$ cat src/source/osc_pkg.sv
`default_nettype none

package osc_pkg;

  // s1.16 fixed point, shared by coefficients, states and products
  typedef logic signed [17:0] fix_t;

  localparam int FIX_FRAC = 16;
  localparam int DT_SHIFT = 9;     // dt = 2^-9

  localparam int AXI_ADDR_W = 8;
  localparam int AXI_DATA_W = 32;

  localparam logic [1:0] RESP_OKAY   = 2'b00;
  localparam logic [1:0] RESP_SLVERR = 2'b10;

  localparam logic [AXI_DATA_W-1:0] STEP_DIV_MIN = 32'd4; // plotter needs 4 cycles per step

  localparam logic [AXI_ADDR_W-1:0] REG_CTRL     = 8'h00; // bit 0 run, bit 1 load
  localparam logic [AXI_ADDR_W-1:0] REG_STEP_DIV = 8'h04;
  localparam logic [AXI_ADDR_W-1:0] REG_K1       = 8'h08;
  localparam logic [AXI_ADDR_W-1:0] REG_K2       = 8'h0C;
  localparam logic [AXI_ADDR_W-1:0] REG_KMID     = 8'h10;
  localparam logic [AXI_ADDR_W-1:0] REG_G1       = 8'h14;
  localparam logic [AXI_ADDR_W-1:0] REG_G2       = 8'h18;
  localparam logic [AXI_ADDR_W-1:0] REG_X1_INIT  = 8'h1C;
  localparam logic [AXI_ADDR_W-1:0] REG_X2_INIT  = 8'h20;
  localparam logic [AXI_ADDR_W-1:0] REG_V1_INIT  = 8'h24;
  localparam logic [AXI_ADDR_W-1:0] REG_V2_INIT  = 8'h28;
  localparam logic [AXI_ADDR_W-1:0] REG_X1       = 8'h2C; // read only
  localparam logic [AXI_ADDR_W-1:0] REG_X2       = 8'h30; // read only
  localparam logic [AXI_ADDR_W-1:0] REG_STEPS    = 8'h34; // read only

endpackage

`default_nettype wire

$ cat src/source/plot_pkg.sv
`default_nettype none

package plot_pkg;

  typedef logic [9:0] col_t;
  typedef logic [8:0] row_t;

  localparam col_t SCREEN_W = 10'd640;

  // centre rows of the two traces
  localparam row_t X1_BASE_ROW = 9'd120;
  localparam row_t X2_BASE_ROW = 9'd360;

  // position bits that give the signed row offset
  localparam int TRACE_MSB = 17;
  localparam int TRACE_LSB = 13;

endpackage

`default_nettype wire

$ cat src/source/trace_plotter.sv
`timescale 1ns/1ps
`default_nettype none

module trace_plotter (
  input  wire                AnalogClock,
  input  wire                arst_n,
  input  wire                step,
  input  wire osc_pkg::fix_t x1,
  input  wire osc_pkg::fix_t x2,
  output logic               pix_valid,
  input  wire                pix_ready,
  output plot_pkg::col_t     pix_x,
  output plot_pkg::row_t     pix_y,
  output logic               pix_trace,   // 0 for x1, 1 for x2
  output logic               plotter_busy
);

  localparam int OFF_W = plot_pkg::TRACE_MSB - plot_pkg::TRACE_LSB + 1;
  localparam int ROW_W = $bits(plot_pkg::row_t);

  typedef enum logic [1:0] {S_IDLE, S_X1, S_X2} state_t;

  state_t         state;
  logic           step_d;     // first cycle after a step
  plot_pkg::col_t col;
  plot_pkg::row_t y1_now;
  plot_pkg::row_t y2_now;
  plot_pkg::row_t y1_q;
  plot_pkg::row_t y2_q;

  function automatic plot_pkg::row_t row_of(input plot_pkg::row_t base, input osc_pkg::fix_t pos);
    logic [OFF_W-1:0] off;
    off = pos[plot_pkg::TRACE_MSB:plot_pkg::TRACE_LSB];
    return base + {{(ROW_W-OFF_W){off[OFF_W-1]}}, off};
  endfunction

  assign y1_now = row_of(plot_pkg::X1_BASE_ROW, x1);
  assign y2_now = row_of(plot_pkg::X2_BASE_ROW, x2);

  always_ff @(posedge AnalogClock or negedge arst_n)
  begin
    if (!arst_n)
    begin
      state  <= S_IDLE;
      step_d <= 1'b0;
      col    <= '0;
    end
    else
    begin
      step_d <= step;
      case (state)
        S_IDLE:
          if (step)
            state <= S_X1;
        S_X1:
          if (pix_ready)
            state <= S_X2;
        S_X2:
          if (pix_ready)
          begin
            state <= S_IDLE;
            col   <= (col == plot_pkg::SCREEN_W - 1'b1) ? '0 : col + 1'b1; // wrap
          end
        default: state <= S_IDLE;
      endcase
    end
  end

  // new state is visible right after the step, hold it for the pixels
  always_ff @(posedge AnalogClock)
  begin
    if (step_d)
    begin
      y1_q <= y1_now;
      y2_q <= y2_now;
    end
  end

  assign pix_valid    = (state != S_IDLE);
  assign pix_trace    = (state == S_X2);
  assign pix_x        = col;
  assign pix_y        = (state == S_X2) ? y2_q : (step_d ? y1_now : y1_q);
  assign plotter_busy = step || (state != S_IDLE);

endmodule

`default_nettype wire

$ cat config.mk
export PLATFORM = sky130hd
export DESIGN_NAME = trace_plotter
export DESIGN_NICKNAME = d
export VERILOG_FILES = /design/src/source/osc_pkg.sv /design/src/source/plot_pkg.sv /design/src/source/trace_plotter.sv
export SDC_FILE = /design/constraint.sdc
export NUM_CORES = 1
export LEC_CHECK = 0
export ABC_AREA = 1
export BUFFER_PORTS_ARGS = -buffer_cell sky130_fd_sc_hd__buf_2
export CAP_MARGIN = 20
export CORE_ASPECT_RATIO = 1.2
export CORE_MARGIN = 1.5
export CORE_UTILIZATION = 43
export CTS_BUF_LIST = sky130_fd_sc_hd__clkbuf_8
export DETAILED_ROUTE_END_ITERATION = 16
export GPL_TIMING_DRIVEN = 0
export HOLD_SLACK_MARGIN = 0.12
export PLACE_DENSITY = 0.79
export SLEW_MARGIN = 20
export SYNTH_ARGS = -nofsm -noshare
export SYNTH_HDL_FRONTEND = slang
export SYNTH_SLANG_ARGS = --single-unit
$ cat constraint.sdc
create_clock -name AnalogClock -period 1.75 [get_ports AnalogClock]
set_clock_uncertainty 0.15 [all_clocks]
set_input_delay 0.175 -clock AnalogClock [delete_from_list [all_inputs] [get_ports AnalogClock]]
set_output_delay 0.175 -clock AnalogClock [all_outputs]
set_load 0.1 [all_outputs]
==> flow_summary.json, run 1 <==
{
  "leakagePower_nw": 1.06,
  "outcome": "finished with violations",
  "worstHoldPathType": "input pin to asynchronous set/reset pin",
  "antenna_cells": 0,
  "crit_type": "register to output port",
  "placed_area_um2": 1740,
  "ys_ff_latch": 29,
  "rsz0062_at_grt": "yes",
  "clockBufferDepth": 2,
  "violations": "negative setup slack",
  "yosys_warnings": 0,
  "end_kind": "output port",
  "track_usage_pct": 19.3,
  "relSlewSlack_pct": 67.8,
  "seq_area_frac_synth_pct": 52.7,
  "dp_hpwl_um": 1970,
  "finalWirelength_um": 3040,
  "worst_slew_pin_slew_ns": 0.487,
  "netlist.area_leader.share_pct": 24.0,
  "antenna_found_initial": 0,
  "syn_nets": 202,
  "irDropWorstVdd_v": 0.00154,
  "drc": 0,
  "tns_ns": -0.0626,
  "cp.required_ns": 1.42,
  "finalHoldViolations": 0,
  "netlist_area_um2": 1360,
  "floorplan.initialDensity_pct": 44.8,
  "setup_violations": 2,
  "cts.sinks": 29,
  "grt_pass1_vias": 1187,
  "avgSynthCellArea_um2": 8.65,
  "start_kind": "register",
  "grt_max_degree": 14,
  "die_w_um": 54.3,
  "drive_gt1_share_pct": 42.3,
  "instances_no_fill": 256,
  "drt_iter0_markers": 22,
  "ios": 62,
  "clk_pin_slew_ns": 0.06,
  "drv_cap": 0,
  "die_h_um": 64.6,
  "max_freq_ghz": 0.553,
  "grt_overflow": 0,
  "htreeDepth": 2,
  "crit_chain": "buf_6 > inv_8 > or2_4 > a31oi_4 > buf_12",
  "synth_top_area_cell": "dfrtp_1",
  "rows": 22,
  "cp_top_family": "flip-flops",
  "wl_per_cell_um": 11.9,
  "ys_top_cells_by_area": "dfrtp_1 (24%), edfxtp_1 (15%), dfxtp_1 (13%)",
  "cp.arrival_ns": 1.48,
  "worst_skew_pair.late_latency_ns": 0.28,
  "worst_slack_ns": -0.0585,
  "layout.nets": 264,
  "slowest_delay_ns": 0.38,
  "num-fill-cells": 236,
  "cts_tree": "yes",
  "port_buffers": 35,
  "dp.cells": 228,
  "utilization_pct": 71.6,
  "area_growth_pct": 59.7,
  "place_congestion": 0.685,
  "synth.distinct_cells": 23,
  "cpMaxStageDelayCell": "dfrtp_2",
  "netlist_instances": 157,
  "clock-root-buffer": "clkbuf_8",
  "dr.pass1.iters": 4,
  "cts_buffers": 5,
  "grt_pass1_wl_um": 4800,
  "p_per_area_nw_per_um2": 1380,
  "coreArea_um2": 3030,
  "crit_fanout": 10,
  "ant_nets": 0,
  "place_ws_ns": -0.226,
  "vias": 1215,
  "fin_area_um2": 2170,
  "period_needed_ns": 1.81,
  "crit_buf_inv": 3,
  "die-area_um2": 3500,
  "vias_per_cell": 4.75,
  "slew_violations": 0,
  "timing.final.crit_share_pct": 103
}
[what timing repair did]
action,4_1_cts,5_1_grt
gates resized for setup,38,10
buffers inserted,7,1
endpoints found under the setup margin,10,9
hold endpoints to repair,25,0
cloned,0,0
hold buffers,12,0
pin swaps,3,1
[worst reg2reg max path: cells and delay by family (launching register included)]
family	cells	cell delay [ns]
buf+inv	3	0.78
compound gates	1	0.08
simple gates	1	0.07
flops	1	0.42
[metrics by stage]
stage	power [mW]	hold slack, ns
2_1_floorplan	2.04	-0.271
3_3_place_gp	2.21	-0.0707
3_5_place_dp	2.23	-0.0677
4_1_cts	2.97	0.162
5_1_grt	3.12	0.189
6_report	3.00	0.158
[routing by layer]
layer	track usage, %	vias to the layer above	routed length [um]
li1	-	615	-
met1	18.6	556	1210
met2	34.3	37	1590
met3	5.30	7	148
met4	11.6	0	97
met5	0	-	0
[layout by cell type, fill, tap and decap left out, types with 2 or more instances in the layout]
cell and n:
a21oi_1 3, a31oi_4 6, buf_12 9, buf_2 26, buf_4 8, buf_6 2, clkbuf_8 6, dfrtp_1 3
dfrtp_2 10, dfxtp_1 9, dlygate4sd3_1 12, edfxtp_1 7, ha_1 5, inv_1 25, nand2_1 38, nand2_2 5
nand2_4 2, nand3_1 6, nand3_2 3, nor2_1 13, nor2_2 4, nor2_4 3, o21ai_2 2, xnor2_1 2
[Yosys cell counts, drive strengths merged]
master,n
inv,26
o22ai,1
a31oi,6
ha,5
nand4,1
o21ai,3
xnor2,2
nor2,20
buf,2
a21oi,3
edfxtp,7
nand2,46
dfrtp,13
xor2,1
nand3,10
or2,2
dfxtp,9
[state kept, by name, summed over array words and instances (netlist names)]
signal  flops
pix_x      10
y1_q        9
y2_q        7
state       2
step_d      1
[kinds of logic (layout without fill, tap and decap cells)]
group	count (synthesis)	in the layout	share of synthesized area, %
buf+inv	28	91	8.29
xor+xnor	3	3	1.94
fa+ha+maj	5	5	4.61
flops	29	29	52.7
compound gates	13	13	5.44
simple gates	79	79	27.0
[final timing paths]
path                               from  endpoint  slack, ns  cells after the start
worst min-delay path             arst_n  pix_x[8]       0.16                      2
worst max-delay path             step_d  pix_y[5]      -0.06                      5
worst min register to register  y1_q[8]   y1_q[8]       0.31                      2
worst max register to register   step_d   y1_q[3]       0.19                      5
max in group asynchronous        arst_n  pix_x[4]       1.04                      2
min in group AnalogClock         x1[16]   y1_q[7]       0.25                      4
[report_power, final]
group          total (mW)  switching, mW  leakage (nW)  internal [mW]
Sequential          0.880         0.0819         0.286          0.798
Clock               0.555          0.246        0.0538          0.308
Combinational        1.56           1.14         0.718          0.417
Total                3.00           1.47          1.06           1.52
[cell type report]
type / instances / area [um^2] / share of cell area (%)
sequential: 29 / 728 / 33.6
multi-input combinational: 100 / 683 / 31.5
timing repair buffer: 55 / 482 / 22.2
inverter: 26 / 109 / 5.02
clock buffer: 6 / 82.6 / 3.81
tap: 36 / 45.0 / 2.08
buffer: 2 / 31.3 / 1.44
clock inverter: 2 / 7.51 / 0.346
No activity file was read; power rests on OpenSTA's default activity.
==> inputs of run 2 (changes only) <==
==> constraint.sdc (replaced) <==
create_clock -name AnalogClock -period 1.75 [get_ports AnalogClock]
set_clock_uncertainty 0.15 [all_clocks]
set_input_delay 0.2625 -clock AnalogClock [delete_from_list [all_inputs] [get_ports AnalogClock]]
set_output_delay 0.2625 -clock AnalogClock [all_outputs]
set_load 0.1 [all_outputs]
==> flow_summary.json, run 2 (synthesis gave the netlist of run 1 again) <==
{
  "crit_fanout": 10,
  "layout_common_cells": "nand2_1 (39), inv_1 (24), buf_2 (24), buf_12 (12), dlygate4sd3_1 (11)",
  "ios": 62,
  "place_congestion": 0.756,
  "violations": "negative setup slack",
  "clk_pin_slew_ns": 0.06,
  "dr.pass1.iters": 4,
  "worstHoldPathType": "input pin to register",
  "dp_hpwl_um": 2010,
  "worst_skew_pair.late_latency_ns": 0.28,
  "cts_buffers": 5,
  "drv_cap": 0,
  "antenna_cells": 0,
  "timing.final.crit_share_pct": 107,
  "period_needed_ns": 1.87,
  "dp.cells": 228,
  "min_from": "x2[17]",
  "slowest_delay_ns": 0.38,
  "timing.rr.start": "step_d",
  "grt_pass1_wl_um": 5110,
  "instances_no_fill": 256,
  "cp.required_ns": 1.34,
  "grt_overflow": 0,
  "irDropWorstVdd_v": 0.00115,
  "drt_iter0_markers": 18,
  "slew_violations": 0,
  "grt_pass1_vias": 1181,
  "rsz0062_at_grt": "yes",
  "track_usage_pct": 20.9,
  "crit_start": "step_d",
  "area_growth_pct": 61.7,
  "outcome": "finished with violations",
  "wl_met3_um": 154,
  "finalHoldViolations": 0,
  "cts_tree": "yes",
  "ant_nets": 0,
  "leakagePower_nw": 1.06,
  "m1WireLength_um": 1270,
  "num-fill-cells": 232,
  "floorplan.initialDensity_pct": 44.8,
  "crit_type": "register to output port",
  "rows": 22,
  "dr_wl_met2_um": 1730,
  "finalWirelength_um": 3230,
  "placed_area_um2": 1730,
  "drive_gt1_share_pct": 44.1,
  "cp.arrival_ns": 1.46,
  "die-area_um2": 3500,
  "start_kind": "register",
  "worst_slew_pin_slew_ns": 0.489,
  "wl_per_cell_um": 12.6,
  "setup_violations": 8,
  "cts.sinks": 29,
  "fin_area_um2": 2190,
  "die_h_um": 64.6,
  "port_buffers": 35,
  "crit_chain": "buf_6 > inv_8 > or2_4 > a31oi_4 > buf_12",
  "vias": 1219,
  "grt_max_degree": 14,
  "drc": 0,
  "antenna_found_initial": 0,
  "end_kind": "output port",
  "die_w_um": 54.3,
  "largest_reg_flops": 10,
  "htreeDepth": 2,
  "p_per_area_nw_per_um2": 1360,
  "layout.nets": 264,
  "max_freq_ghz": 0.534,
  "coreArea_um2": 3030,
  "highest_layer": "met4",
  "vias_per_cell": 4.76,
  "clockBufferDepth": 2,
  "clock-root-buffer": "clkbuf_8",
  "cpMaxStageDelayCell": "dfrtp_2",
  "relSlewSlack_pct": 67.6,
  "final_common_cell": "nand2_1",
  "worst_slack_ns": -0.122
}
## run 2: cell count changes in the layout (fill, tap and decap cells not counted), moves of 2 or more
cell,delta
nor2_1,-3
buf_2,-2
nor2_2,+3
buf_12,+3
## run 2: cell type report
class / count / area [um^2] / area share [%]
buffer: 2 / 31.3 / 1.43
clock buffer: 5 / 68.8 / 3.14
clock inverter: 3 / 12.5 / 0.570
inverter: 26 / 109 / 4.96
multi-input combinational: 100 / 682 / 31.1
sequential: 29 / 728 / 33.2
tap: 36 / 45.0 / 2.05
timing repair buffer: 55 / 518 / 23.6
## run 2: path summary, 6_finish.rpt
| check | to | slack (ns) | cells after the start |
|---|---|---|---|
| max | pix_y[5] | -0.12 | 5 |
| min | y2_q[7] | 0.15 | 2 |
| max reg2reg | y1_q[2] | 0.09 | 5 |
| min reg2reg | y1_q[1] | 0.32 | 2 |
| max in group asynchronous | state[1] | 0.94 | 2 |
| min in group asynchronous | pix_x[6] | 0.25 | 2 |
## run 2: power by group
group / internal [mW] / switching [mW] / total, mW / leakage (nW)
combinational: 0.439 / 1.15 / 1.59 / 0.721
sequential: 0.798 / 0.0883 / 0.887 / 0.286
clock: 0.266 / 0.247 / 0.514 / 0.0505
total: 1.50 / 1.49 / 2.99 / 1.06
## run 2: worst max-delay path: cells and delay by family (launching register included)
kind                   cells  cell delay, ns
and+or+nand+nor            1            0.25
buffers and inverters      3            0.38
DFF                        1            0.38
AOI/OAI and AO/OA          1            0.17
## run 2: layer usage
metal | track usage [%] | up-vias
li1 | - | 617
met1 | 21.6 | 567
met2 | 36.1 | 27
met3 | 7.37 | 8
met4 | 9.38 | 0
met5 | 0 | -
## run 2: stage by stage
step,utilization (%),setup TNS (ns),worst slack [ns],hold slack (ns),power (mW)
finish,72.5,-0.514,-0.122,0.152,2.99
CTS,70.3,-0.748,-0.125,0.142,2.96
floorplan,-,-0.624,-0.150,-0.183,2.02
detailed placement,57.1,-0.998,-0.206,0.0163,2.22
global placement,57.1,-0.872,-0.196,0.0169,2.20
global route,72.5,-1.06,-0.169,0.145,3.11
## run 2: repair_timing
item / 4_1_cts / 5_1_grt
setup buffers: 6 / 3
hold endpoints to repair: 24 / 0
pin swaps: 5 / 6
endpoints found under the setup margin: 10 / 10
resized for setup: 43 / 14
hold buffers: 11 / 0
