[config.mk]
export PLATFORM = sky130hd
export DESIGN_NAME = osc_axil_regs
export DESIGN_NICKNAME = d
export VERILOG_FILES = /design/src/source/osc_pkg.sv /design/src/source/osc_axil_regs.sv
export SDC_FILE = /design/constraint.sdc
export NUM_CORES = 1
export LEC_CHECK = 0
export BUFFER_PORTS_ARGS = -buffer_cell sky130_fd_sc_hd__buf_2
export CORE_MARGIN = 10
export CORE_UTILIZATION = 44
export DETAILED_ROUTE_END_ITERATION = 8
export PLACE_DENSITY_LB_ADDON = 0.15
export RECOVER_POWER = 100
export SYNTH_ARGS = -nofsm -noshare
export SYNTH_HDL_FRONTEND = slang
export SYNTH_SLANG_ARGS = --single-unit
[constraint.sdc]
create_clock -name AnalogClock -period 6.77 [get_ports AnalogClock]
set_input_delay 0.677 -clock AnalogClock [delete_from_list [all_inputs] [get_ports AnalogClock]]
set_output_delay 0.677 -clock AnalogClock [all_outputs]
set_load 0.005 [all_outputs]
[src/source/osc_pkg.sv]
`default_nettype none

package osc_pkg;

  // s1.16 fixed point, shared by coefficients, states and products
  typedef logic signed [17:0] fix_t;

  localparam int FIX_FRAC = 16;
  localparam int DT_SHIFT = 9;     // dt = 2^-9

  localparam int AXI_ADDR_W = 8;
  localparam int AXI_DATA_W = 32;

  localparam logic [1:0] RESP_OKAY   = 2'b00;
  localparam logic [1:0] RESP_SLVERR = 2'b10;

  localparam logic [AXI_DATA_W-1:0] STEP_DIV_MIN = 32'd4; // plotter needs 4 cycles per step

  localparam logic [AXI_ADDR_W-1:0] REG_CTRL     = 8'h00; // bit 0 run, bit 1 load
  localparam logic [AXI_ADDR_W-1:0] REG_STEP_DIV = 8'h04;
  localparam logic [AXI_ADDR_W-1:0] REG_K1       = 8'h08;
  localparam logic [AXI_ADDR_W-1:0] REG_K2       = 8'h0C;
  localparam logic [AXI_ADDR_W-1:0] REG_KMID     = 8'h10;
  localparam logic [AXI_ADDR_W-1:0] REG_G1       = 8'h14;
  localparam logic [AXI_ADDR_W-1:0] REG_G2       = 8'h18;
  localparam logic [AXI_ADDR_W-1:0] REG_X1_INIT  = 8'h1C;
  localparam logic [AXI_ADDR_W-1:0] REG_X2_INIT  = 8'h20;
  localparam logic [AXI_ADDR_W-1:0] REG_V1_INIT  = 8'h24;
  localparam logic [AXI_ADDR_W-1:0] REG_V2_INIT  = 8'h28;
  localparam logic [AXI_ADDR_W-1:0] REG_X1       = 8'h2C; // read only
  localparam logic [AXI_ADDR_W-1:0] REG_X2       = 8'h30; // read only
  localparam logic [AXI_ADDR_W-1:0] REG_STEPS    = 8'h34; // read only

endpackage

`default_nettype wire

[src/source/osc_axil_regs.sv]
`timescale 1ns/1ps
`default_nettype none

module osc_axil_regs (
  input  wire                                AnalogClock,
  input  wire                                arst_n,
  input  wire [osc_pkg::AXI_ADDR_W-1:0]      s_awaddr,
  input  wire                                s_awvalid,
  output logic                               s_awready,
  input  wire [osc_pkg::AXI_DATA_W-1:0]      s_wdata,
  input  wire [osc_pkg::AXI_DATA_W/8-1:0]    s_wstrb,
  input  wire                                s_wvalid,
  output logic                               s_wready,
  output logic [1:0]                         s_bresp,
  output logic                               s_bvalid,
  input  wire                                s_bready,
  input  wire [osc_pkg::AXI_ADDR_W-1:0]      s_araddr,
  input  wire                                s_arvalid,
  output logic                               s_arready,
  output logic [osc_pkg::AXI_DATA_W-1:0]     s_rdata,
  output logic [1:0]                         s_rresp,
  output logic                               s_rvalid,
  input  wire                                s_rready,
  output osc_pkg::fix_t                      k1,
  output osc_pkg::fix_t                      k2,
  output osc_pkg::fix_t                      kmid,
  output osc_pkg::fix_t                      g1,
  output osc_pkg::fix_t                      g2,
  output osc_pkg::fix_t                      x1_init,
  output osc_pkg::fix_t                      x2_init,
  output osc_pkg::fix_t                      v1_init,
  output osc_pkg::fix_t                      v2_init,
  output logic                               load,
  output logic                               step,
  input  wire osc_pkg::fix_t                 x1,
  input  wire osc_pkg::fix_t                 x2,
  input  wire                                plotter_busy
);

  localparam int DW = osc_pkg::AXI_DATA_W;

  logic          run;
  logic [DW-1:0] step_div;
  logic [DW-1:0] div_limit;
  logic [DW-1:0] div_cnt;
  logic [DW-1:0] steps;
  logic          wr_en;
  logic          wr_full;
  logic          wr_err;
  logic          rd_en;
  logic          rd_err;
  logic [DW-1:0] rd_word;

  function automatic logic [DW-1:0] sext(input osc_pkg::fix_t v);
    return {{(DW - $bits(osc_pkg::fix_t)){v[$bits(osc_pkg::fix_t)-1]}}, v};
  endfunction

  // address and data taken together, one write in flight
  assign wr_en     = s_awvalid && s_wvalid && !s_bvalid;
  assign s_awready = wr_en;
  assign s_wready  = wr_en;
  assign wr_full   = &s_wstrb;    // partial words are ignored

  assign s_arready = !s_rvalid;
  assign rd_en     = s_arvalid && !s_rvalid;

  always_comb
  begin
    case (s_awaddr)
      osc_pkg::REG_CTRL, osc_pkg::REG_STEP_DIV, osc_pkg::REG_K1, osc_pkg::REG_K2,
      osc_pkg::REG_KMID, osc_pkg::REG_G1, osc_pkg::REG_G2, osc_pkg::REG_X1_INIT,
      osc_pkg::REG_X2_INIT, osc_pkg::REG_V1_INIT, osc_pkg::REG_V2_INIT,
      osc_pkg::REG_X1, osc_pkg::REG_X2, osc_pkg::REG_STEPS: wr_err = 1'b0;
      default: wr_err = 1'b1;
    endcase
  end

  always_ff @(posedge AnalogClock or negedge arst_n)
  begin
    if (!arst_n)
    begin
      run      <= 1'b0;
      step_div <= osc_pkg::STEP_DIV_MIN;
      k1       <= '0;
      k2       <= '0;
      kmid     <= '0;
      g1       <= '0;
      g2       <= '0;
      x1_init  <= '0;
      x2_init  <= '0;
      v1_init  <= '0;
      v2_init  <= '0;
    end
    else if (wr_en && wr_full)
    begin
      case (s_awaddr)
        osc_pkg::REG_CTRL:     run      <= s_wdata[0];
        osc_pkg::REG_STEP_DIV: step_div <= s_wdata;
        osc_pkg::REG_K1:       k1       <= osc_pkg::fix_t'(s_wdata[17:0]);
        osc_pkg::REG_K2:       k2       <= osc_pkg::fix_t'(s_wdata[17:0]);
        osc_pkg::REG_KMID:     kmid     <= osc_pkg::fix_t'(s_wdata[17:0]);
        osc_pkg::REG_G1:       g1       <= osc_pkg::fix_t'(s_wdata[17:0]);
        osc_pkg::REG_G2:       g2       <= osc_pkg::fix_t'(s_wdata[17:0]);
        osc_pkg::REG_X1_INIT:  x1_init  <= osc_pkg::fix_t'(s_wdata[17:0]);
        osc_pkg::REG_X2_INIT:  x2_init  <= osc_pkg::fix_t'(s_wdata[17:0]);
        osc_pkg::REG_V1_INIT:  v1_init  <= osc_pkg::fix_t'(s_wdata[17:0]);
        osc_pkg::REG_V2_INIT:  v2_init  <= osc_pkg::fix_t'(s_wdata[17:0]);
        default: ;  // read only or unmapped
      endcase
    end
  end

  always_ff @(posedge AnalogClock or negedge arst_n)
  begin
    if (!arst_n)
    begin
      load     <= 1'b0;
      s_bvalid <= 1'b0;
      s_bresp  <= osc_pkg::RESP_OKAY;
    end
    else
    begin
      load <= wr_en && wr_full && (s_awaddr == osc_pkg::REG_CTRL) && s_wdata[1]; // self clearing
      if (wr_en)
      begin
        s_bvalid <= 1'b1;
        s_bresp  <= wr_err ? osc_pkg::RESP_SLVERR : osc_pkg::RESP_OKAY;
      end
      else if (s_bready)
        s_bvalid <= 1'b0;
    end
  end

  always_comb
  begin
    rd_err  = 1'b0;
    rd_word = '0;
    case (s_araddr)
      osc_pkg::REG_CTRL:     rd_word = {{(DW-1){1'b0}}, run}; // load reads as 0
      osc_pkg::REG_STEP_DIV: rd_word = step_div;
      osc_pkg::REG_K1:       rd_word = sext(k1);
      osc_pkg::REG_K2:       rd_word = sext(k2);
      osc_pkg::REG_KMID:     rd_word = sext(kmid);
      osc_pkg::REG_G1:       rd_word = sext(g1);
      osc_pkg::REG_G2:       rd_word = sext(g2);
      osc_pkg::REG_X1_INIT:  rd_word = sext(x1_init);
      osc_pkg::REG_X2_INIT:  rd_word = sext(x2_init);
      osc_pkg::REG_V1_INIT:  rd_word = sext(v1_init);
      osc_pkg::REG_V2_INIT:  rd_word = sext(v2_init);
      osc_pkg::REG_X1:       rd_word = sext(x1);
      osc_pkg::REG_X2:       rd_word = sext(x2);
      osc_pkg::REG_STEPS:    rd_word = steps;
      default:               rd_err  = 1'b1;
    endcase
  end

  always_ff @(posedge AnalogClock or negedge arst_n)
  begin
    if (!arst_n)
    begin
      s_rvalid <= 1'b0;
      s_rdata  <= '0;
      s_rresp  <= osc_pkg::RESP_OKAY;
    end
    else if (rd_en)
    begin
      s_rvalid <= 1'b1;
      s_rdata  <= rd_word;
      s_rresp  <= rd_err ? osc_pkg::RESP_SLVERR : osc_pkg::RESP_OKAY;
    end
    else if (s_rready)
      s_rvalid <= 1'b0;
  end

  // step divider, held off while the plotter still draws
  assign div_limit = (step_div < osc_pkg::STEP_DIV_MIN) ? osc_pkg::STEP_DIV_MIN : step_div;

  always_ff @(posedge AnalogClock or negedge arst_n)
  begin
    if (!arst_n)
    begin
      div_cnt <= '0;
      step    <= 1'b0;
    end
    else if (!run)
    begin
      div_cnt <= '0;
      step    <= 1'b0;
    end
    else if ((div_cnt >= div_limit - 1'b1) && !plotter_busy)
    begin
      div_cnt <= '0;
      step    <= 1'b1;
    end
    else
    begin
      step <= 1'b0;
      if (div_cnt < div_limit - 1'b1)
        div_cnt <= div_cnt + 1'b1; // saturates while waiting on plotter
    end
  end

  always_ff @(posedge AnalogClock or negedge arst_n)
  begin
    if (!arst_n)
      steps <= '0;
    else if (load)
      steps <= '0;
    else if (step)
      steps <= steps + 1'b1;
  end

endmodule

`default_nettype wire

==> results of run 1 <==
-- cells in the mapped netlist, types with 17 or more instances --
master,number
o21ai_0,45
o31ai_1,28
buf_1,21
nand3_1,45
nor4_1,20
or4_1,33
nor2_1,66
dfrtp_1,296
clkbuf_1,63
nand4_1,30
nor3_1,23
ha_1,35
xnor2_1,31
mux2_2,195
a221oi_1,18
a22oi_1,57
mux2i_1,22
nand2_1,95
xor2_1,24
a21oi_1,17
a211oi_1,34
-- area by class of cell --
type	count	area share, %
timing repair buffer	332	8.15
clock buffer	54	5.93
sequential	297	41.3
antenna	2	0.0278
inverter	11	0.229
clock inverter	7	0.556
tap	448	3.11
multi-input combinational	956	40.7
-- worst reg2reg max path, stage by stage (launching register included) --
cell and delay, ns:
dfrtp_1 0.43, or4_1 0.58, or4b_1 0.56, or4_1 0.59, nor2b_4 0.23, nand2b_1 0.15
ha_1 0.24, nand3_1 0.26, nor4_1 0.33, xnor2_1 0.18, ha_1 0.28, and4_1 0.23
a221o_1 0.36, o31ai_1 0.72, a31oi_2 0.20, buf_4 0.27, a211oi_1 0.24
-- path summary, 6_finish.rpt --
path,startpoint,to,slack [ns],cells past startpoint
setup / recovery,step_div[25],div_cnt[11],0.82,16
hold / removal,s_bready,s_bvalid,0.33,2
setup reg to reg,step_div[25],div_cnt[11],0.82,16
hold reg to reg,s_rdata[5],s_rdata[5],0.48,1
max in group asynchronous,arst_n,v1_init[5],1.38,1
min in group asynchronous,arst_n,div_cnt[28],2.30,1
-- registers in the layout (all words and copies together) (netlist names), 18 cells and up --
name	flops
k2	18
div_cnt	32
steps	32
x2_init	18
g2	18
s_rdata	32
v2_init	18
g1	18
v1_init	18
x1_init	18
step_div	32
kmid	18
k1	18
-- stage by stage --
stage / hold WS, ns / cell area (um^2) / cells / utilization [%] / power [mW]
detailed placement: 0.462 / 17200 / 2044 / 50.8 / 2.00
finish: 0.326 / 18000 / 2107 / 53.3 / 3.89
global placement: 0.457 / 17200 / 2044 / 50.8 / 2.00
global route: 0.337 / 18000 / 2106 / 53.3 / 4.00
floorplan: 0.381 / 15200 / 1360 / - / 1.89
CTS: 0.278 / 18300 / 2105 / 54.3 / 3.93
-- layout by cell type (no fill, tap or decap), types with 35 or more instances in the layout --
master | synthesis | final
nand3_1 | 45 | 46
clkbuf_1 | 63 | 216
a22oi_1 | 57 | 57
dfrtp_1 | 296 | 296
nor2_1 | 66 | 65
buf_2 | 8 | 100
mux2_2 | 195 | 195
clkbuf_16 | 0 | 36
nand2_1 | 95 | 95
o21ai_0 | 45 | 45
ha_1 | 35 | 35
-- power breakdown --
part           internal, mW  total (mW)  switching, mW  leakage (nW)
combinational        0.0539       0.181          0.127          3.51
sequential             1.78        1.79        0.00397          4.14
clock                  1.16        1.93          0.764         0.576
total                  3.00        3.89          0.895          8.22
-- kinds of logic (layout without fill, tap and decap cells) --
| family | count (synthesis) | after routing | synth area share, % |
|---|---|---|---|
| flops | 297 | 297 | 49.0 |
| simple gates | 387 | 387 | 13.8 |
| buf+inv | 107 | 404 | 2.84 |
| other cells | 1 | 4 | 0.0247 |
| fa+ha+maj | 35 | 35 | 2.89 |
| xor+xnor | 55 | 55 | 3.17 |
| compound gates | 260 | 260 | 12.4 |
| mux | 217 | 217 | 15.9 |
-- layer usage --
metal	vias up	part of all wire, %
met5	-	0.099
met4	6	2.5
met3	89	8.7
met2	507	48
met1	6506	41
li1	5704	-
==> run metrics, run 1 <==
number of flops mapped to enable cells by yosys 0; area of the core about 0.034 mm^2; WL per Instance between 20 and 30 um; area growth from synthesis to layout 18.7%; cells after synthesis ~1.4k; routability congestion estimate between 0.8 and 0.9; met2 Usage GRT a little over two fifths; synthesized area 0.0152 mm^2; clk_skew just over 0.02 ns; delay of the slowest critical-path stage slightly above 0.7 ns; cts bufs inserted 35; worst skew pair latency about 0.54 ns; crit share post-route around 90%; DP HPWL around 40 mm; Yosys warnings 0; via count between 10k and 15k; detailed router's first-iteration violation count 1014; Netlist cell types between 60 and 70; initial core utilization between 40% and 50%; filler cell count about 3.2k; Setup violations, final 0; status complete, but fails checks; met3 usage about 7.4%; Reg area approximately 0.0074 mm^2; drt total wl about 55 mm; Yosys top cell area share 48.8%; worst vdd ir 0.000244 V; final worst slack just over 0.8 ns; CTS resizes 0; Mean Syn Cell Area between 10 and 15 um^2; worst path cell trace or4_1 > or4b_1 > or4_1 > nor2b_4 > nand2b_1 > ha_1 > nand3_1 > nor4_1 > xnor2_1 > ha_1 > and4_1 > a221o_1 > o31ai_1 > a31oi_2 > buf_4 > a211oi_1; CP Data Required Time 7.19 ns; layout cells sized above 1 between 20 and 25%; Die Ht around 210 um; RSZ-0062 raised after global routing no; H-tree levels 2; initial antenna violation count 5; Die ar. between 0.04 and 0.05 mm^2; Data arrival, critical path between 6 and 7 ns; Clock Tree Buf Depth 3; multi-input logic area ~0.0073 mm^2; Yosys top cell by area dfrtp_1; largest net degree at the start of global routing between 100 and 150; hold-fix buffers at CTS 0; Critical Path Sink Type flip-flop; nets approximately 1.8k; CTS tree yes; Crit path max-delay family simple AND/OR/NAND/NOR gates; global route hottest layer met2; Yosys reg bits just under 300; Power Density 216 mW/mm^2; Crit-path slowest cell o31ai_1; vias in the first global route approximately 13k; Post-Place Setup Slack 1.05 ns; M1 GR Usage 32.5%; global-route wire length before repair 83.7 mm; relative slew slack -264%; max-slew violations roughly 350; Worst Path Buf+Inv 1; clock-pin transition on the worst setup and hold timing paths 0.06 ns; Max-Cap Viols 12; DRC 0; clock sink total between 200 and 300; Overflow after GRT 0; row count 67; setup TNS 0 ns; IO Pins approximately 300; top post-synthesis cells by area dfrtp_1 49%, mux2_2 14%, ha_1 2.9%, a22oi_1 2.8%, nand2_1 2.3%; Final Hold Fails 0; die width 206 um; failing checks max-capacitance violations, max-slew violations; clock root cell clkbuf_16; worst hold path class in2reg; GR Util All Layers between 20% and 30%; fraction of registers with async set/reset 100%; CP Launch Type flip-flop; Seq/Total Area, Yosys between 40% and 50%; drt pass-1 iters 5; WS Path Type reg2reg; Leakage just over 8 nW; IO Port Bufs approximately 300; worst-path fanout max 17; antenna viol nets, final 0; maximum clock rate about 170 MHz; vias per inst slightly above 6; Least-Margin Pin Slew ~5.5 ns; Final min period slightly below 6 ns; setup bufs post-CTS 0; Main synth FF type dfrtp_1
(Power assumes the default switching activity.)
==> run 2, diff against run 1 <==
--- a/config.mk
+++ b/config.mk
@@ -7,7 +7,7 @@
 export LEC_CHECK = 0
 export BUFFER_PORTS_ARGS = -buffer_cell sky130_fd_sc_hd__buf_2
 export CORE_MARGIN = 10
-export CORE_UTILIZATION = 44
+export CORE_UTILIZATION = 40
 export DETAILED_ROUTE_END_ITERATION = 8
 export PLACE_DENSITY_LB_ADDON = 0.15
 export RECOVER_POWER = 100
==> constraint.sdc (replaced) <==
create_clock -name AnalogClock -period 6.77 [get_ports AnalogClock]
set_input_delay 0.3385 -clock AnalogClock [delete_from_list [all_inputs] [get_ports AnalogClock]]
set_output_delay 0.3385 -clock AnalogClock [all_outputs]
set_load 0.005 [all_outputs]
==> run 2 against run 1 <==
Against the previous run:
- worst hold slack worse by 0.30 ns
- worst setup slack worse by 0.039 ns
- first-iteration DRC count up 4.1%
- the run still ends with max-capacitance violations, max-slew violations left
- sequential cell count unchanged
- global-route usage down 2.0 points
- power up 1.1%
- non-clock buffer count up 3
- largest power group unchanged
==> run metrics, run 2 (synthesized netlist as in run 1, its figures left out) <==
status complete, but fails checks; failing checks max-capacitance violations, max-slew violations; Worst Hold Path EP step_div[20]; met3 usage ~7.1%; vias in the first global route roughly 13k; placed inst area ~0.017 mm^2; delay of the slowest critical-path stage roughly 0.75 ns; Overflow after GRT 0; Crit Reg-Reg Endpoint step; via count between 10k and 15k; Pwr Total just under 4 mW; worst path cell trace or4_1 > or4b_1 > or4_4 > nor2b_4 > nand2b_1 > ha_1 > nand3_1 > nor4_1 > xnor2_1 > ha_1 > and4_1 > nand2_1 > a2111oi_0 > o31ai_1 > buf_4 > a31oi_4 > and2_1; Worst Path Buf+Inv 1; Crit-path slowest cell a31oi_4; initial antenna violation count 8; Clock Tree Buf Depth 3; Setup violations, final 0; crit share post-route between 80% and 90%; initial core utilization between 40 and 50%; flop-to-flop setup slack around 0.78 ns; met2 Usage GRT just under 40%; Final Hold Fails 0; post-route cell area 0.0182 mm^2; M1 GR Usage between 30% and 40%; worst vdd ir roughly 0.00016 V; vias per inst roughly 5.9; filler cell count 3625; layout cells sized above 1 23.6%; CTS tree yes; Critical Path Sink Type flip-flop; H-tree levels 2; CTS resizes 0; clock sink total just under 300; Core Util, Final 48.3%; nets 1768; setup bufs post-CTS 0; drt total wl roughly 56 mm; area growth from synthesis to layout 19.6%; commonest cells after routing, fill and taps aside 296 x dfrtp_1, 210 x clkbuf_1, 195 x mux2_2; relative slew slack -254%; CP Launch Type flip-flop; max-slew violations ~370; setup TNS 0 ns; global route hottest layer met2; largest net degree at the start of global routing 92; worst hold stages 2; RSZ-0062 raised after global routing no; IO Port Bufs 298; row count 71; Leakage approximately 8.3 nW; Hold Slack about 0.024 ns; WS Path Type reg2reg; antenna viol nets, final 0; drt pass-1 iters 9; WL per Instance 25.8 um; Die ar. around 0.046 mm^2; Die Ht ~210 um; Data arrival, critical path about 6.5 ns; worst r2r path cells 17; routability congestion estimate about 0.85; cts bufs inserted 36; Crit path max-delay family simple AND/OR/NAND/NOR gates; maximum clock rate 167 MHz; IO Pins approximately 300; die width approximately 210 um; hold wc startpoint s_wdata[20]; clock root cell clkbuf_16; Max-Cap Viols 13; clk_skew about 0.034 ns; Final min period 5.99 ns; worst-path fanout max 33; global-route wire length before repair 85.0 mm; crit path launch step_div[26]; GR Util All Layers between 20% and 30%; Least-Margin Pin Slew 5.32 ns; CP Data Required Time about 7.2 ns; commonest non-fill, non-tap cell in the layout dfrtp_1; worst r2r src step_div[26]; most frequent CP cell ha_1; worst skew pair latency roughly 0.57 ns; worst hold path class in2reg; area of the core roughly 0.038 mm^2; DP HPWL 40.3 mm; clock-pin transition on the worst setup and hold timing paths 0.06 ns; DRC 0; detailed router's first-iteration violation count 1056; Power Density roughly 220 mW/mm^2
## run 2: stage by stage
stage | std cells | setup WS, ns
after floorplan | 1360 | 1.56
after global placement | 2107 | 1.11
after detailed placement | 2107 | 0.925
after CTS | 2175 | 0.879
after global routing | 2177 | 0.192
final | 2181 | 0.782
## run 2: final cells by class
| type | count | area, um^2 | area share, % |
|---|---|---|---|
| tap | 511 | 639 | 3.52 |
| multi-input combinational | 956 | 7350 | 40.5 |
| clock inverter | 16 | 191 | 1.05 |
| sequential | 297 | 7430 | 40.9 |
| inverter | 11 | 41.3 | 0.227 |
| clock buffer | 49 | 1000 | 5.51 |
| antenna | 6 | 15.0 | 0.0827 |
| timing repair buffer | 335 | 1480 | 8.17 |
## run 2: worst max-delay path by stage
stage / end / slack (ns) / cells past startpoint
finish: step / 0.78 / 17
global route: x1_init[17] / 0.19 / 3
global placement: step / 1.11 / 17
CTS: div_cnt[30] / 0.88 / 17
floorplan: div_cnt[7] / 1.56 / 17
detailed placement: div_cnt[30] / 0.93 / 17
## run 2: where the power goes
| group | switching, mW | leakage (nW) | internal, mW |
|---|---|---|---|
| combinational | 0.130 | 3.54 | 0.0545 |
| clock | 0.804 | 0.592 | 1.16 |
| sequential | 0.00493 | 4.14 | 1.78 |
| total | 0.939 | 8.27 | 3.00 |
## run 2: timing repair
action,4_1_cts,5_1_grt
hold buffers,3,0
hold endpoints to repair,89,0
endpoints found under the setup margin,0,0
## run 2: per-layer routing
layer / vias to the layer above / share of wire, %
li1: 5716 / -
met1: 6582 / 42
met2: 446 / 47
met3: 79 / 8.1
met4: 2 / 2.3
met5: - / 0.020
==> run 3, diff against run 2 <==
--- a/config.mk
+++ b/config.mk
@@ -9,8 +9,10 @@
 export CORE_MARGIN = 10
 export CORE_UTILIZATION = 40
 export DETAILED_ROUTE_END_ITERATION = 8
-export PLACE_DENSITY_LB_ADDON = 0.15
+export PLACE_DENSITY_LB_ADDON = 0.25
 export RECOVER_POWER = 100
+export REMOVE_ABC_BUFFERS = 1
+export SLEW_MARGIN = 15
 export SYNTH_ARGS = -nofsm -noshare
 export SYNTH_HDL_FRONTEND = slang
 export SYNTH_SLANG_ARGS = --single-unit
==> run 3 against run 2 <==
Against the previous run:
- the flow still finishes with violations (max-capacitance violations, max-slew violations)
- worst hold slack improved by 0.012 ns
- via count decreased by 0.76%
- power decreased by 3.5%
- clock skew decreased by 0.014 ns
- die area unchanged
- design area decreased by 0.70%
- count of clock-buffer cells in the layout increased by 1
- wire length decreased by 4.0%
- fmax decreased by 2.5%
- clock power decreased by 7%
- critical path type unchanged
- critical endpoint is now div_cnt[3]
- largest cell class unchanged
- largest power group unchanged
- highest routed layer is now met4
==> run metrics, run 3 (synthesized netlist as in run 1, its figures left out) <==
Crit path max-delay family simple AND/OR/NAND/NOR gates; die width between 200 and 250 um; IO Pins between 300 and 400; flop-to-flop setup slack around 0.63 ns; Die ar. ~0.046 mm^2; Core Util, Final between 40% and 50%; Setup violations, final 0; CP Data Required Time 7.19 ns; Worst path depth 16; routability congestion estimate a little under 0.9; Pint 2.91 mW; Reg area roughly 0.0074 mm^2; drt pass-1 iters 7; Final Hold Fails 0; hold wc startpoint s_rready; WS Path Type reg2reg; commonest non-fill, non-tap cell in the layout dfrtp_1; vias in the first global route roughly 13k; placed inst area about 0.017 mm^2; crit share post-route between 90% and 100%; M1 GR Usage 28.0%; clock root cell clkbuf_16; clk_skew between 0.02 and 0.025 ns; Power Density 211 mW/mm^2; final worst slack about 0.63 ns; Data arrival, critical path 6.56 ns; DRC 0; clock-pin transition on the worst setup and hold timing paths 0.06 ns; worst hold stages 2; cts bufs inserted 34; multi-input logic area about 0.0073 mm^2; Overflow after GRT 0; Final min period slightly above 6 ns; DP HPWL about 38 mm; status complete, but fails checks; Inst Count DP 2106; worst vdd ir 0.000197 V; Critical Path Sink Type flip-flop; antenna viol nets, final 0; maximum clock rate about 160 MHz; GR Util All Layers roughly 23%; P_sw ~0.89 mW; area of the core approximately 0.038 mm^2; met2 Usage GRT about 37%; nets between 1.5k and 2k; row count a little over 70; worst-path fanout max 59; met3 usage 6.98%; WL per Instance about 25 um; initial antenna violation count 1; worst r2r path cells 16; H-tree levels 2; worst hold path class in2reg; delay of the slowest critical-path stage 0.59 ns; final std cells w/o fill 2166; IO Port Bufs between 200 and 300; RSZ-0062 raised after global routing no; worst skew pair latency 0.55 ns; vias per inst ~5.9; CP Launch Type flip-flop; Worst Hold Path EP s_rvalid; largest net degree at the start of global routing 78; global route hottest layer met2; commonest cells after routing, fill and taps aside 296 x dfrtp_1, 205 x clkbuf_1, 195 x mux2_2; Reg power frac a little under half; clock sink total 297; Crit-path slowest cell or4_1; initial core utilization 40.4%; Least-Margin Pin Slew between 3 and 4 ns; Gate power share 4.8%; layout cells sized above 1 between 20% and 30%; failing checks max-capacitance violations, max-slew violations; setup TNS 0 ns; drt total wl approximately 54 mm; CTS tree yes; Leakage 8.20 nW; Die Ht between 200 and 250 um; Hold Slack roughly 0.036 ns; worst path cell trace or4_1 > or4b_1 > or4_4 > nor2b_1 > nand2b_1 > ha_1 > nand3_2 > nor4_1 > xnor2_1 > ha_1 > and4_1 > a221o_1 > o31a_1 > buf_4 > or4_1 > a211oi_1; worst r2r src step_div[26]; area growth from synthesis to layout 18.8%; via count ~13k; Pwr Total 3.80 mW; max-slew violations around 560; CTS resizes 0; Worst Path Buf+Inv 1; Max-Cap Viols 15; relative slew slack -165%; global-route wire length before repair between 80 and 90 mm; Crit Reg-Reg Endpoint div_cnt[3]; Clock Tree Buf Depth 3; Sw Ratio about a quarter; post-route cell area about 0.018 mm^2; Post-Place Setup Slack ~0.95 ns; power share of the clock group around half; detailed router's first-iteration violation count 974; filler cell count between 3k and 4k
run 3: how the worst max path moves through the flow:
stage                        to    startpoint
floorplan                  step  step_div[15]
global placement    div_cnt[31]  step_div[26]
detailed placement  div_cnt[26]  step_div[26]
CTS                  div_cnt[3]  step_div[26]
global route         div_cnt[1]  step_div[25]
finish               div_cnt[3]  step_div[26]
run 3: final cells by class:
cell class | count | area share [%]
Inverter | 11 | 0.229
Multi-Input combinational cell | 956 | 40.7
Timing Repair Buffer | 333 | 8.16
Tap cell | 511 | 3.55
Sequential cell | 297 | 41.2
Antenna cell | 1 | 0.0139
Clock buffer | 50 | 5.61
Clock inverter | 7 | 0.472
run 3: routing by layer:
metal / wire length (um) / vias up
met5: 0 / -
met4: 1460 / 0
met3: 4260 / 87
met2: 25700 / 447
met1: 22600 / 6487
li1: - / 5706
run 3: power groups by stage:
| stage | combinational [mW] | sequential [mW] | clock, mW |
|---|---|---|---|
| 2_1_floorplan | 0.0547 | 1.82 | 0 |
| 3_3_place_gp | 0.183 | 1.82 | 0 |
| 3_5_place_dp | 0.184 | 1.82 | 0 |
| 4_1_cts | 0.185 | 1.78 | 1.86 |
| 5_1_grt | 0.199 | 1.78 | 1.93 |
| 6_report | 0.181 | 1.79 | 1.83 |
run 3: what timing repair did:
item                                    in CTS  in global routing
hold buffers                                 2                  0
setup buffers                                0                  0
endpoints found under the setup margin       0                  0
hold endpoints to repair                    69                  0
